===== src/verilog/viterbi_pkg.sv =====
package viterbi_pkg;

    ////////////////////////////////////////////////////////////
    // Code definition
    ////////////////////////////////////////////////////////////

    // Constraint length and trellis size
    localparam int K          = 4;
    localparam int NUM_STATES = 1 << (K - 1);

    // Generator taps, MSB is the newest input bit
    localparam logic [K-1:0] G0 = 4'o17;
    localparam logic [K-1:0] G1 = 4'o15;

    // Path metric width
    localparam int METRIC_W = 8;

    ////////////////////////////////////////////////////////////
    // Types
    ////////////////////////////////////////////////////////////

    // Received symbol, bit 1 is the G0 parity
    typedef logic [1:0] symbol_t;

    // Last K-1 input bits, newest in the MSB
    typedef logic [K-2:0] state_t;

    typedef logic [METRIC_W-1:0] metric_t;

    // Bit s set when state s came from its odd predecessor
    typedef logic [NUM_STATES-1:0] decision_t;

    // Start value for every state other than 0
    localparam metric_t INIT_METRIC = 8'd64;

    typedef enum logic [1:0] {
        ST_ACCEPT,
        ST_TRACE,
        ST_EMIT
    } ctrl_state_e;

endpackage


===== src/verilog/survivor_if.sv =====
`timescale 1ns/1ns

interface survivor_if import viterbi_pkg::*; #(
    parameter int TB_DEPTH = 16
) ();

    localparam int PTR_W = $clog2(TB_DEPTH);

    // Write port, one decision row per accepted symbol
    logic              wr_en;
    decision_t         wr_dec;
    logic [PTR_W-1:0]  wr_ptr;

    // Traceback read port
    logic [PTR_W-1:0]  rd_ptr;
    decision_t         rd_dec;

    modport writer  (output wr_en, output wr_dec);
    modport pointer (output wr_ptr, output rd_ptr);
    modport reader  (input rd_dec);
    modport mem     (input wr_en, input wr_dec, input wr_ptr, input rd_ptr, output rd_dec);

endinterface


===== src/verilog/acs_unit.sv =====
`timescale 1ns/1ns

module acs_unit import viterbi_pkg::*; (
    input  logic    clk,
    input  logic    rst_n,
    input  logic    accept,
    input  symbol_t in_symbol,
    output state_t  best_state,
    survivor_if.writer surv
);

    metric_t   pm      [NUM_STATES];
    metric_t   acs_sum [NUM_STATES];
    metric_t   pm_nxt  [NUM_STATES];
    decision_t dec;
    logic      all_msb;

    // Hamming distance between the received symbol and one branch label
    function automatic logic [1:0] branch_metric(symbol_t rx, state_t nxt, logic odd);
        logic [K-1:0] shreg;
        symbol_t      expected;
        symbol_t      diff;
        shreg    = {nxt, odd};
        expected = {^(shreg & G0), ^(shreg & G1)};
        diff     = rx ^ expected;
        return {1'b0, diff[1]} + {1'b0, diff[0]};
    endfunction

    ////////////////////////////////////////////////////////////
    // Add-compare-select
    ////////////////////////////////////////////////////////////

    // Predecessors of state n are {n[1:0], 0} and {n[1:0], 1}
    always_comb begin
        metric_t cand_even;
        metric_t cand_odd;
        state_t  ns;
        for (int n = 0; n < NUM_STATES; n++) begin
            ns        = state_t'(n);
            cand_even = pm[{ns[K-3:0], 1'b0}] + metric_t'(branch_metric(in_symbol, ns, 1'b0));
            cand_odd  = pm[{ns[K-3:0], 1'b1}] + metric_t'(branch_metric(in_symbol, ns, 1'b1));
            // Even predecessor wins a tie
            dec[n]     = (cand_odd < cand_even);
            acs_sum[n] = dec[n] ? cand_odd : cand_even;
        end
    end

    // Normalize by dropping the MSB once every metric has it set
    always_comb begin
        all_msb = 1'b1;
        for (int n = 0; n < NUM_STATES; n++) begin
            all_msb = all_msb & acs_sum[n][METRIC_W-1];
        end
        for (int n = 0; n < NUM_STATES; n++) begin
            pm_nxt[n] = acs_sum[n];
            if (all_msb) begin
                pm_nxt[n][METRIC_W-1] = 1'b0;
            end
        end
    end

    // Best state from the metrics about to be stored, so it is valid at the accept edge
    always_comb begin
        metric_t best_metric;
        best_metric = pm_nxt[0];
        best_state  = '0;
        for (int s = 1; s < NUM_STATES; s++) begin
            if (pm_nxt[s] < best_metric) begin
                best_metric = pm_nxt[s];
                best_state  = state_t'(s);
            end
        end
    end

    always_ff @(posedge clk) begin
        if (!rst_n) begin
            for (int s = 0; s < NUM_STATES; s++) begin
                pm[s] <= (s == 0) ? '0 : INIT_METRIC;
            end
        end else if (accept) begin
            for (int s = 0; s < NUM_STATES; s++) begin
                pm[s] <= pm_nxt[s];
            end
        end
    end

    // Decision row goes to the survivor memory on the same edge
    assign surv.wr_en  = accept;
    assign surv.wr_dec = dec;

endmodule


===== src/verilog/decode_ctrl.sv =====
`timescale 1ns/1ns

module decode_ctrl import viterbi_pkg::*; #(
    parameter int CREDIT_MAX = 4
) (
    input  logic clk,
    input  logic rst_n,
    input  logic in_valid,
    output logic in_ready,
    output logic accept,
    input  logic window_full,
    input  logic trace_done,
    output logic trace_start,
    input  logic out_credit,
    output logic out_valid
);

    localparam int CREDIT_W = $clog2(CREDIT_MAX + 1);

    ctrl_state_e         state;
    ctrl_state_e         state_nxt;
    logic [CREDIT_W-1:0] credit_cnt;
    logic                has_credit;

    // Input side handshake
    assign in_ready    = (state == ST_ACCEPT);
    assign accept      = in_valid && in_ready;
    assign trace_start = accept && window_full;

    // Output side, one bit per held credit
    assign has_credit = (credit_cnt != '0);
    assign out_valid  = (state == ST_EMIT) && has_credit;

    always_comb begin
        state_nxt = state;
        case (state)
            ST_ACCEPT: begin
                if (trace_start) begin
                    state_nxt = ST_TRACE;
                end
            end
            ST_TRACE: begin
                if (trace_done) begin
                    state_nxt = ST_EMIT;
                end
            end
            ST_EMIT: begin
                if (out_valid) begin
                    state_nxt = ST_ACCEPT;
                end
            end
            default: state_nxt = ST_ACCEPT;
        endcase
    end

    always_ff @(posedge clk) begin
        if (!rst_n) begin
            state <= ST_ACCEPT;
        end else begin
            state <= state_nxt;
        end
    end

    ////////////////////////////////////////////////////////////
    // Credit counter, saturates at CREDIT_MAX
    ////////////////////////////////////////////////////////////

    always_ff @(posedge clk) begin
        if (!rst_n) begin
            credit_cnt <= '0;
        end else begin
            case ({out_credit, out_valid})
                2'b10: begin
                    if (credit_cnt != CREDIT_W'(CREDIT_MAX)) begin
                        credit_cnt <= credit_cnt + 1'b1;
                    end
                end
                2'b01: credit_cnt <= credit_cnt - 1'b1;
                default: credit_cnt <= credit_cnt;
            endcase
        end
    end

    // A bit sent without a credit in hand would wrap the count below zero
    a_credit_range: assert property (@(posedge clk) disable iff (!rst_n)
        credit_cnt <= CREDIT_W'(CREDIT_MAX));

    a_accept_state: assert property (@(posedge clk) disable iff (!rst_n)
        accept |-> state == ST_ACCEPT);

endmodule


===== src/verilog/survivor_mem.sv =====
`timescale 1ns/1ns

module survivor_mem import viterbi_pkg::*; #(
    parameter int TB_DEPTH = 16
) (
    input logic clk,
    survivor_if.mem surv
);

    // One decision row per symbol, written in a circle
    decision_t rows [TB_DEPTH];

    always_ff @(posedge clk) begin
        if (surv.wr_en) begin
            rows[surv.wr_ptr] <= surv.wr_dec;
        end
    end

    // Combinational read, the row written last edge is visible now
    assign surv.rd_dec = rows[surv.rd_ptr];

endmodule


===== src/verilog/traceback_unit.sv =====
`timescale 1ns/1ns

module traceback_unit import viterbi_pkg::*; #(
    parameter int TB_DEPTH = 16
) (
    input  logic   clk,
    input  logic   rst_n,
    input  logic   trace_start,
    input  state_t best_state,
    output logic   out_bit,
    survivor_if.reader surv
);

    localparam int STEP_W = $clog2(TB_DEPTH);

    state_t            tb_state;
    state_t            pred_state;
    logic [STEP_W-1:0] steps_left;

    // Shift the older bits up, the stored decision fills the LSB
    assign pred_state = {tb_state[K-3:0], surv.rd_dec[tb_state]};

    always_ff @(posedge clk) begin
        if (!rst_n) begin
            tb_state   <= '0;
            steps_left <= '0;
        end else if (trace_start) begin
            tb_state   <= best_state;
            steps_left <= STEP_W'(TB_DEPTH - 1);
        end else if (steps_left != '0) begin
            tb_state   <= pred_state;
            steps_left <= steps_left - 1'b1;
        end
    end

    // Newest bit of the oldest state reached, held until the next trace
    assign out_bit = tb_state[K-2];

    // Controller never restarts a walk that is still running
    a_no_overlap: assert property (@(posedge clk) disable iff (!rst_n)
        trace_start |-> steps_left == '0);

endmodule


===== src/verilog/viterbi_decoder.sv =====
`timescale 1ns/1ns

module viterbi_decoder import viterbi_pkg::*; #(
    parameter int TB_DEPTH   = 16,
    parameter int CREDIT_MAX = 4
) (
    input  logic    clk,
    input  logic    rst_n,
    input  symbol_t in_symbol,
    input  logic    in_valid,
    output logic    in_ready,
    output logic    out_bit,
    output logic    out_valid,
    input  logic    out_credit
);

    logic   accept;
    logic   window_full;
    logic   trace_start;
    logic   trace_done;
    state_t best_state;

    survivor_if #(.TB_DEPTH(TB_DEPTH)) surv_bus ();

    decode_ctrl #(
        .CREDIT_MAX (CREDIT_MAX)
    ) u_ctrl (
        .clk         (clk),
        .rst_n       (rst_n),
        .in_valid    (in_valid),
        .in_ready    (in_ready),
        .accept      (accept),
        .window_full (window_full),
        .trace_done  (trace_done),
        .trace_start (trace_start),
        .out_credit  (out_credit),
        .out_valid   (out_valid)
    );

    window_counter #(
        .TB_DEPTH (TB_DEPTH)
    ) u_window (
        .clk         (clk),
        .rst_n       (rst_n),
        .accept      (accept),
        .trace_start (trace_start),
        .window_full (window_full),
        .trace_done  (trace_done),
        .surv        (surv_bus.pointer)
    );

    acs_unit u_acs (
        .clk        (clk),
        .rst_n      (rst_n),
        .accept     (accept),
        .in_symbol  (in_symbol),
        .best_state (best_state),
        .surv       (surv_bus.writer)
    );

    survivor_mem #(
        .TB_DEPTH (TB_DEPTH)
    ) u_mem (
        .clk  (clk),
        .surv (surv_bus.mem)
    );

    traceback_unit #(
        .TB_DEPTH (TB_DEPTH)
    ) u_traceback (
        .clk         (clk),
        .rst_n       (rst_n),
        .trace_start (trace_start),
        .best_state  (best_state),
        .out_bit     (out_bit),
        .surv        (surv_bus.reader)
    );

endmodule


===== src/verilog/window_counter.sv =====
`timescale 1ns/1ns

module window_counter #(
    parameter int TB_DEPTH = 16
) (
    input  logic clk,
    input  logic rst_n,
    input  logic accept,
    input  logic trace_start,
    output logic window_full,
    output logic trace_done,
    survivor_if.pointer surv
);

    localparam int PTR_W  = $clog2(TB_DEPTH);
    localparam int FILL_W = $clog2(TB_DEPTH + 1);

    logic [FILL_W-1:0] fill_cnt;
    logic [PTR_W-1:0]  step_cnt;

    // Window is full once this accept lands
    assign window_full = (fill_cnt >= FILL_W'(TB_DEPTH - 1));
    assign trace_done  = (step_cnt == PTR_W'(1));

    always_ff @(posedge clk) begin
        if (!rst_n) begin
            fill_cnt    <= '0;
            step_cnt    <= '0;
            surv.wr_ptr <= '0;
            surv.rd_ptr <= '0;
        end else begin
            if (accept) begin
                surv.wr_ptr <= (surv.wr_ptr == PTR_W'(TB_DEPTH - 1)) ? '0 : surv.wr_ptr + 1'b1;
                if (fill_cnt != FILL_W'(TB_DEPTH)) begin
                    fill_cnt <= fill_cnt + 1'b1;
                end
            end
            // Row being written now is the newest one to trace from
            if (trace_start) begin
                surv.rd_ptr <= surv.wr_ptr;
                step_cnt    <= PTR_W'(TB_DEPTH - 1);
            end else if (step_cnt != '0) begin
                surv.rd_ptr <= (surv.rd_ptr == '0) ? PTR_W'(TB_DEPTH - 1) : surv.rd_ptr - 1'b1;
                step_cnt    <= step_cnt - 1'b1;
            end
        end
    end

    a_fill_bound: assert property (@(posedge clk) disable iff (!rst_n)
        fill_cnt <= FILL_W'(TB_DEPTH));

endmodule


===== config.mk =====
export PLATFORM = sky130hd
export DESIGN_NAME = viterbi_decoder
export DESIGN_NICKNAME = d
export VERILOG_FILES = /design/src/verilog/viterbi_pkg.sv /design/src/verilog/survivor_if.sv /design/src/verilog/acs_unit.sv /design/src/verilog/decode_ctrl.sv /design/src/verilog/survivor_mem.sv /design/src/verilog/traceback_unit.sv /design/src/verilog/viterbi_decoder.sv /design/src/verilog/window_counter.sv
export SDC_FILE = /design/constraint.sdc
export NUM_CORES = 1
export LEC_CHECK = 0
export ABC_AREA = 1
export CORE_ASPECT_RATIO = 0.75
export CORE_MARGIN = 3
export CORE_UTILIZATION = 25
export CTS_CLUSTER_DIAMETER = 150
export DETAILED_ROUTE_END_ITERATION = 8
export DONT_BUFFER_PORTS = 1
export GPL_ROUTABILITY_DRIVEN = 0
export PLACE_DENSITY_LB_ADDON = 0.08
export SYNTH_ARGS = -nofsm -noshare
export SYNTH_HDL_FRONTEND = slang
export SYNTH_SLANG_ARGS = --single-unit

===== constraint.sdc =====
create_clock -name clk -period 15.5 [get_ports clk]
set_input_delay 1.55 -clock clk [delete_from_list [all_inputs] [get_ports clk]]
set_output_delay 1.55 -clock clk [all_outputs]
set_load 0.05 [all_outputs]

; After elaboration in Yosys (flattened, before gate mapping)
; Memories as Yosys holds them, arrays and structs flattened. A register that Yosys moved wholly into a read port is not among the register bits.
; Cells that the tools add are included.
; Widths: inputs -> output; s select.
[totals]
regBits = 29
ram_bits = 192
input_bits = 6
memories = 2
[mem_list]
columns = name, words, width, read_ports, rd_ports_with_merged_regs, wr, line
row1 = u_mem.rows, 16, 8, 1, 1, 1, survivor_mem.sv:11  ; decision_t rows [TB_DEPTH];
row2 = u_acs.pm, 8, 8, 8, 0, 8, acs_unit.sv:12  ; metric_t pm [NUM_STATES];
[op_classes]
addsub = 27
magnitude_cmp = 17
eq_ne = 12
mux = 62
bitwise = 18
n_reduce_logical = 14
[ops]
columns = op, n
row1 = $mux 8, 22
row2 = $add 8x2->8, 16
row3 = $lt 8x8->1, 15
row4 = $mux 4, 10
row5 = $mux 3, 7
row6 = $mux 1, 15
row7 = $sub 4x1->4 const B, 3
row8 = $mux 2, 5
row9 = $add 1x1->2, 4
row10 = $or 1x1->1, 8
row11 = $reduce_bool 4->1, 2
row12 = $and 1x1->1, 7
row13 = $pmux 2 s3, 1
row14 = $pmux 3 s2, 1
row15 = $reduce_bool 2->1, 3
row16 = $add 5x1->5 const B, 1
row17 = $ge 5x4->1 const B, 1
row18 = $ne 5x5->1 const B, 1
row19 = $add 4x1->4 const B, 1
row20 = $eq 2x1->1 const B, 2
row21 = $eq 2x2->1 const B, 2
row22 = $eq 4x1->1 const B, 1
row23 = $eq 4x4->1 const B, 1
row24 = $logic_not 4->1, 1
row25 = 14 further kinds, 20

; Depth between registers and ports, before layout
[logic_depth]
word_depth = 28
mapped_depth = 91

; Hierarchy
; Synthesis repeated with hierarchy kept, for this count alone.
[unflattened]
cells_unflattened = 2015
hier_area_um2 = 15833.9
[by_module_without_submodules]
columns = mod, n_inst, cells_per_inst, area_per_inst_um2, seq_area_each_um2
row1 = acs_unit, 1, 1238, 8521.9, 1921.8
row2 = survivor_mem, 1, 543, 5606.6, 3843.7
row3 = window_counter, 1, 123, 944.7, 340.3
row4 = traceback_unit, 1, 64, 429.2, 140.1
row5 = decode_ctrl, 1, 47, 331.6, 100.1

; Least setup slack after synthesis
; OpenSTA, ideal clock, no wires.
[synth_timing]
kind = input to register
from = in in_symbol[0]
to = reg u_traceback.tb_state[1]
t_arrival_ps = 14107
required_time_ps = 15432
setup_slack_ps = 1325
cell_stages = 77
path_buffers = 7
path_cell_list = inv_1 ha_1 inv_1 ha_1 inv_1 o21ai_0 nand2_1 nor3_1 xor2_1 inv_1 ha_1 a21oi_1 nor2_1 nor3_2 nand2_2 inv_1 clkbuf_1 nand2_1 [41 not listed] nand2_1 o21ai_0 ha_1 a21oi_1 nor2_1 a211oi_1 nand2_4 clkbuf_1 nand2_1 o21ai_0 ha_1 a21oi_1 nor2_1 a211oi_1 nand2_1 nand2_1 nand2_1 a21oi_2
[synth_rtl]
columns = item, line
row1 = start: declaration, viterbi_decoder.sv:9  ; input symbol_t in_symbol,
row2 = end signal: assignment, traceback_unit.sv:28  ; tb_state <= best_state;
row3 = end signal: assignment, traceback_unit.sv:31  ; tb_state <= pred_state;
row4 = end: declaration, traceback_unit.sv:16  ; state_t tb_state;

==> run_results.csv <==
group,metric,value,unit
run_status,status,"completed",
logic_synthesis,netlist_area,0.0152,sq mm
grt,overflow,0,
clock_tree,insertion_delay,570,ps
clock_tree,cts_buffers,29,
worst_setup_path,worstPathRequired,15980,ps
logic_synthesis,synthTopCellsByArea,"edfxtp_1 (38%), ha_1 (12%), nand2_1 (9.6%)",
clock_tree,clock_sinks,225,
layout,finalNonFillerCells,2665,
floorplanning,rows,77,
min_path,min_from,"u_ctrl.credit_cnt[0]",
route,viasPerCell,4.53,
layout,final_layout_size_suffix_gt1_share,5.76,%
route,avgRoutedWirePerCell,18.2,um
worst_setup_path,reg2reg_to,"u_traceback.tb_state[1]",
logic_synthesis,synth_seq_cells,225,
layout,fill_cells,6382,
logic_synthesis,synthDistinctLibCells,38,
placement,hpwl,36700,um
timing,rsz0062_at_grt,"false",
logic_synthesis,syn_inst,1844,
timing,fin_crit_sh,91.4,%
timing,tightest_slew,1150,ps
floorplanning,die_x,290,um
worst_setup_path,max_stage_delay,420,ps
placement,dp.cells,2612,
clock_tree,cts.clk_slew.worst_paths,60,ps
route,drt_wl_total,48500,um
layout,layout.nets,2002,
grt,grt_max_degree,67,
worst_setup_path,crit_path_end_kind,"flip-flop",
timing,max-slew-margin-rel,22.7,%
worst_setup_path,critPathMaxFanout,25,
grt,grt_usage,15.1,%
worst_setup_path,rr_worst_depth,66,
grt,antenna_found_initial,0,
min_path,holdPathEnd,"u_ctrl.credit_cnt[0]",
placement,port_buffers,0,
route,dr.pass1.iters,5,
grt,grt_pass1_vias,11500,
route,drtIter0Drc,773,
worst_setup_path,slowest_stage,"ha_1",
clock_tree,cts_resized,0,
clock_tree,clockRootBuffer,"clkbuf_16",
clock_tree,cts_max_level,1,
timing,hold_violations,0,
worst_setup_path,crit_path_start_kind,"input pin",
floorplanning,core_area,0.0594,sq mm
timing,min_period,14160,ps
logic_synthesis,avgSynthCellArea,8.22,sq um
min_path,holdPathStages,1,
route,ant_nets,0,
logic_synthesis,synth_nets,1993,
worst_setup_path,cp_common_cell,"ha_1",
route,via_count,12100,
worst_setup_path,cp.arrival,14650,ps
floorplanning,io_pins,9,
grt,grt_pass1_wl,73700,um
layout,areaGrowthSynthToFinish,12.9,%
timing,setup_violations,0,
logic_synthesis,yosysTopAreaCell,"edfxtp_1",
worst_setup_path,rr_startpoint,"u_acs.pm[1][1]",
timing,skew,26.0,ps
floorplanning,die_area,0.0636,sq mm
worst_setup_path,rrSetupSlack,2570,ps
clock_tree,clockBufferDepth,3,
route,drc,0,
floorplanning,initial_core_util,25.5,%
flow_run,maxCapViolations,0,
clock_tree,cts_tree,"built",
logic_synthesis,netlist.area_leader.share,38.0,%
logic_synthesis,synth_seq_area_share,42.4,%
timing,max_freq,0.0706,GHz
timing,fin_tns_setup,0,ps
min_path,worstHoldPathType,"reg -> reg",
timing,slew_violations,0,
floorplanning,die_h,219,um
clock_tree,postCtsHoldBufs,0,
logic_synthesis,yosysWarnings,0,
worst_setup_path,path_class,"in -> reg",
clock_tree,cts_setup_buffers,0,
per-layer routing:
layer,vias up,share of wire [%],global-route usage (%)
met3,31,3.6,1.98
li1,6151,-,-
met2,176,37,20.7
met1,5705,58,25.0
met5,-,0,0
met4,0,1.1,1.93
area by class of cell:
class / count / area, sq um / share of cell area, %
antenna: 1 / 2.50 / 0.0146
clock buffer: 39 / 783 / 4.58
clock inverter: 13 / 126 / 0.738
inverter: 245 / 920 / 5.37
multi-input combinational: 1321 / 7630 / 44.6
sequential: 225 / 6430 / 37.6
tap: 790 / 988 / 5.78
timing repair buffer: 31 / 233 / 1.36
registers in the layout, summed over array words and instances, names as in the netlist, named ones only:
name	flops
u_window.surv.wr_ptr	4
u_traceback.tb_state	3
u_mem.rows	128
u_acs.pm	64
u_window.fill_cnt	5
u_window.step_cnt	4
u_ctrl.credit_cnt	3
u_traceback.steps_left	4
u_ctrl.state	2
u_window.surv.rd_ptr	4
through the flow:
| step | instance area (sq um) | setup WS, ps | hold slack [ps] | util [%] |
|---|---|---|---|---|
| 2_1_floorplan | 15200 | 1330 | 443 | - |
| 3_3_place_gp | 16200 | 131 | 465 | 27.2 |
| 3_5_place_dp | 16200 | 1.36 | 471 | 27.2 |
| 4_1_cts | 17100 | 555 | 484 | 28.8 |
| 5_1_grt | 17100 | 28.4 | 508 | 28.8 |
| 6_report | 17100 | 1340 | 483 | 28.8 |
cell usage in the layout, fill, tap and decap left out, types with 10 or more instances in the layout:
master	count
a21oi_1	59
xnor2_1	19
o21ai_0	203
dfxtp_1	32
nand3_1	60
or2_2	10
inv_1	243
o22ai_1	34
buf_4	31
nand2_1	387
xor2_1	94
nand2_2	11
ha_1	142
nor3_1	15
nor2_1	215
clkbuf_16	29
edfxtp_1	192
kinds of logic after synthesis:
group	share of synthesized area, %
DFF	42.4
xor gates and xnor gates	6.53
buffers and inverters	7.40
adders and majority gates	11.9
and+or+nand+nor	19.3
AOI/OAI and AO/OA	12.5
Yosys cell counts:
cell      instances
edfxtp_1        192
or2_2            10
nor3_2            1
nand2_4           6
nor3_1           15
nor4_1            2
clkbuf_1         52
nor3b_1           2
nand2_2          10
clkinv_1          1
o211ai_1          7
a21o_1            1
ha_1            142
nand4_1           8
o221ai_1          6
o31ai_1           2
o21ai_0         205
o22ai_1          34
xnor2_1          19
a211oi_1         11
nor2_1          215
dfxtp_1          33
inv_2             1
nand2_1         389
o21ai_1           3
a21oi_1          59
a211o_1           2
buf_4             1
fa_1              1
a21boi_0          1
o21a_1            4
and3_1            1
xor2_1           94
inv_1           243
a21oi_2           3
nand3_1          60
a31oi_1           6
o21bai_1          2
worst max-delay path, delay by kind of cell:
family	cells	cell delay, ps
and+or+nand+nor	26	3160
AOI/OAI and AO/OA	23	5250
buffers and inverters	9	1170
xor gates and xnor gates	1	260
adders and majority gates	10	3180
worst max path at each step:
stage / start / to / slack [ps] / cells past startpoint
after floorplan: in_symbol[0] / u_traceback.tb_state[1] / 1330 / 77
after global placement: in_symbol[0] / u_traceback.tb_state[1] / 130 / 69
after detailed placement: in_symbol[0] / u_traceback.tb_state[2] / 1 / 69
after CTS: in_symbol[0] / u_traceback.tb_state[1] / 560 / 69
after global routing: in_symbol[0] / u_traceback.tb_state[1] / 30 / 69
final: in_symbol[0] / u_traceback.tb_state[1] / 1340 / 69
Power is not shown: default switching activity piles up to over one toggle a cycle in this logic, so the estimate is an artifact.
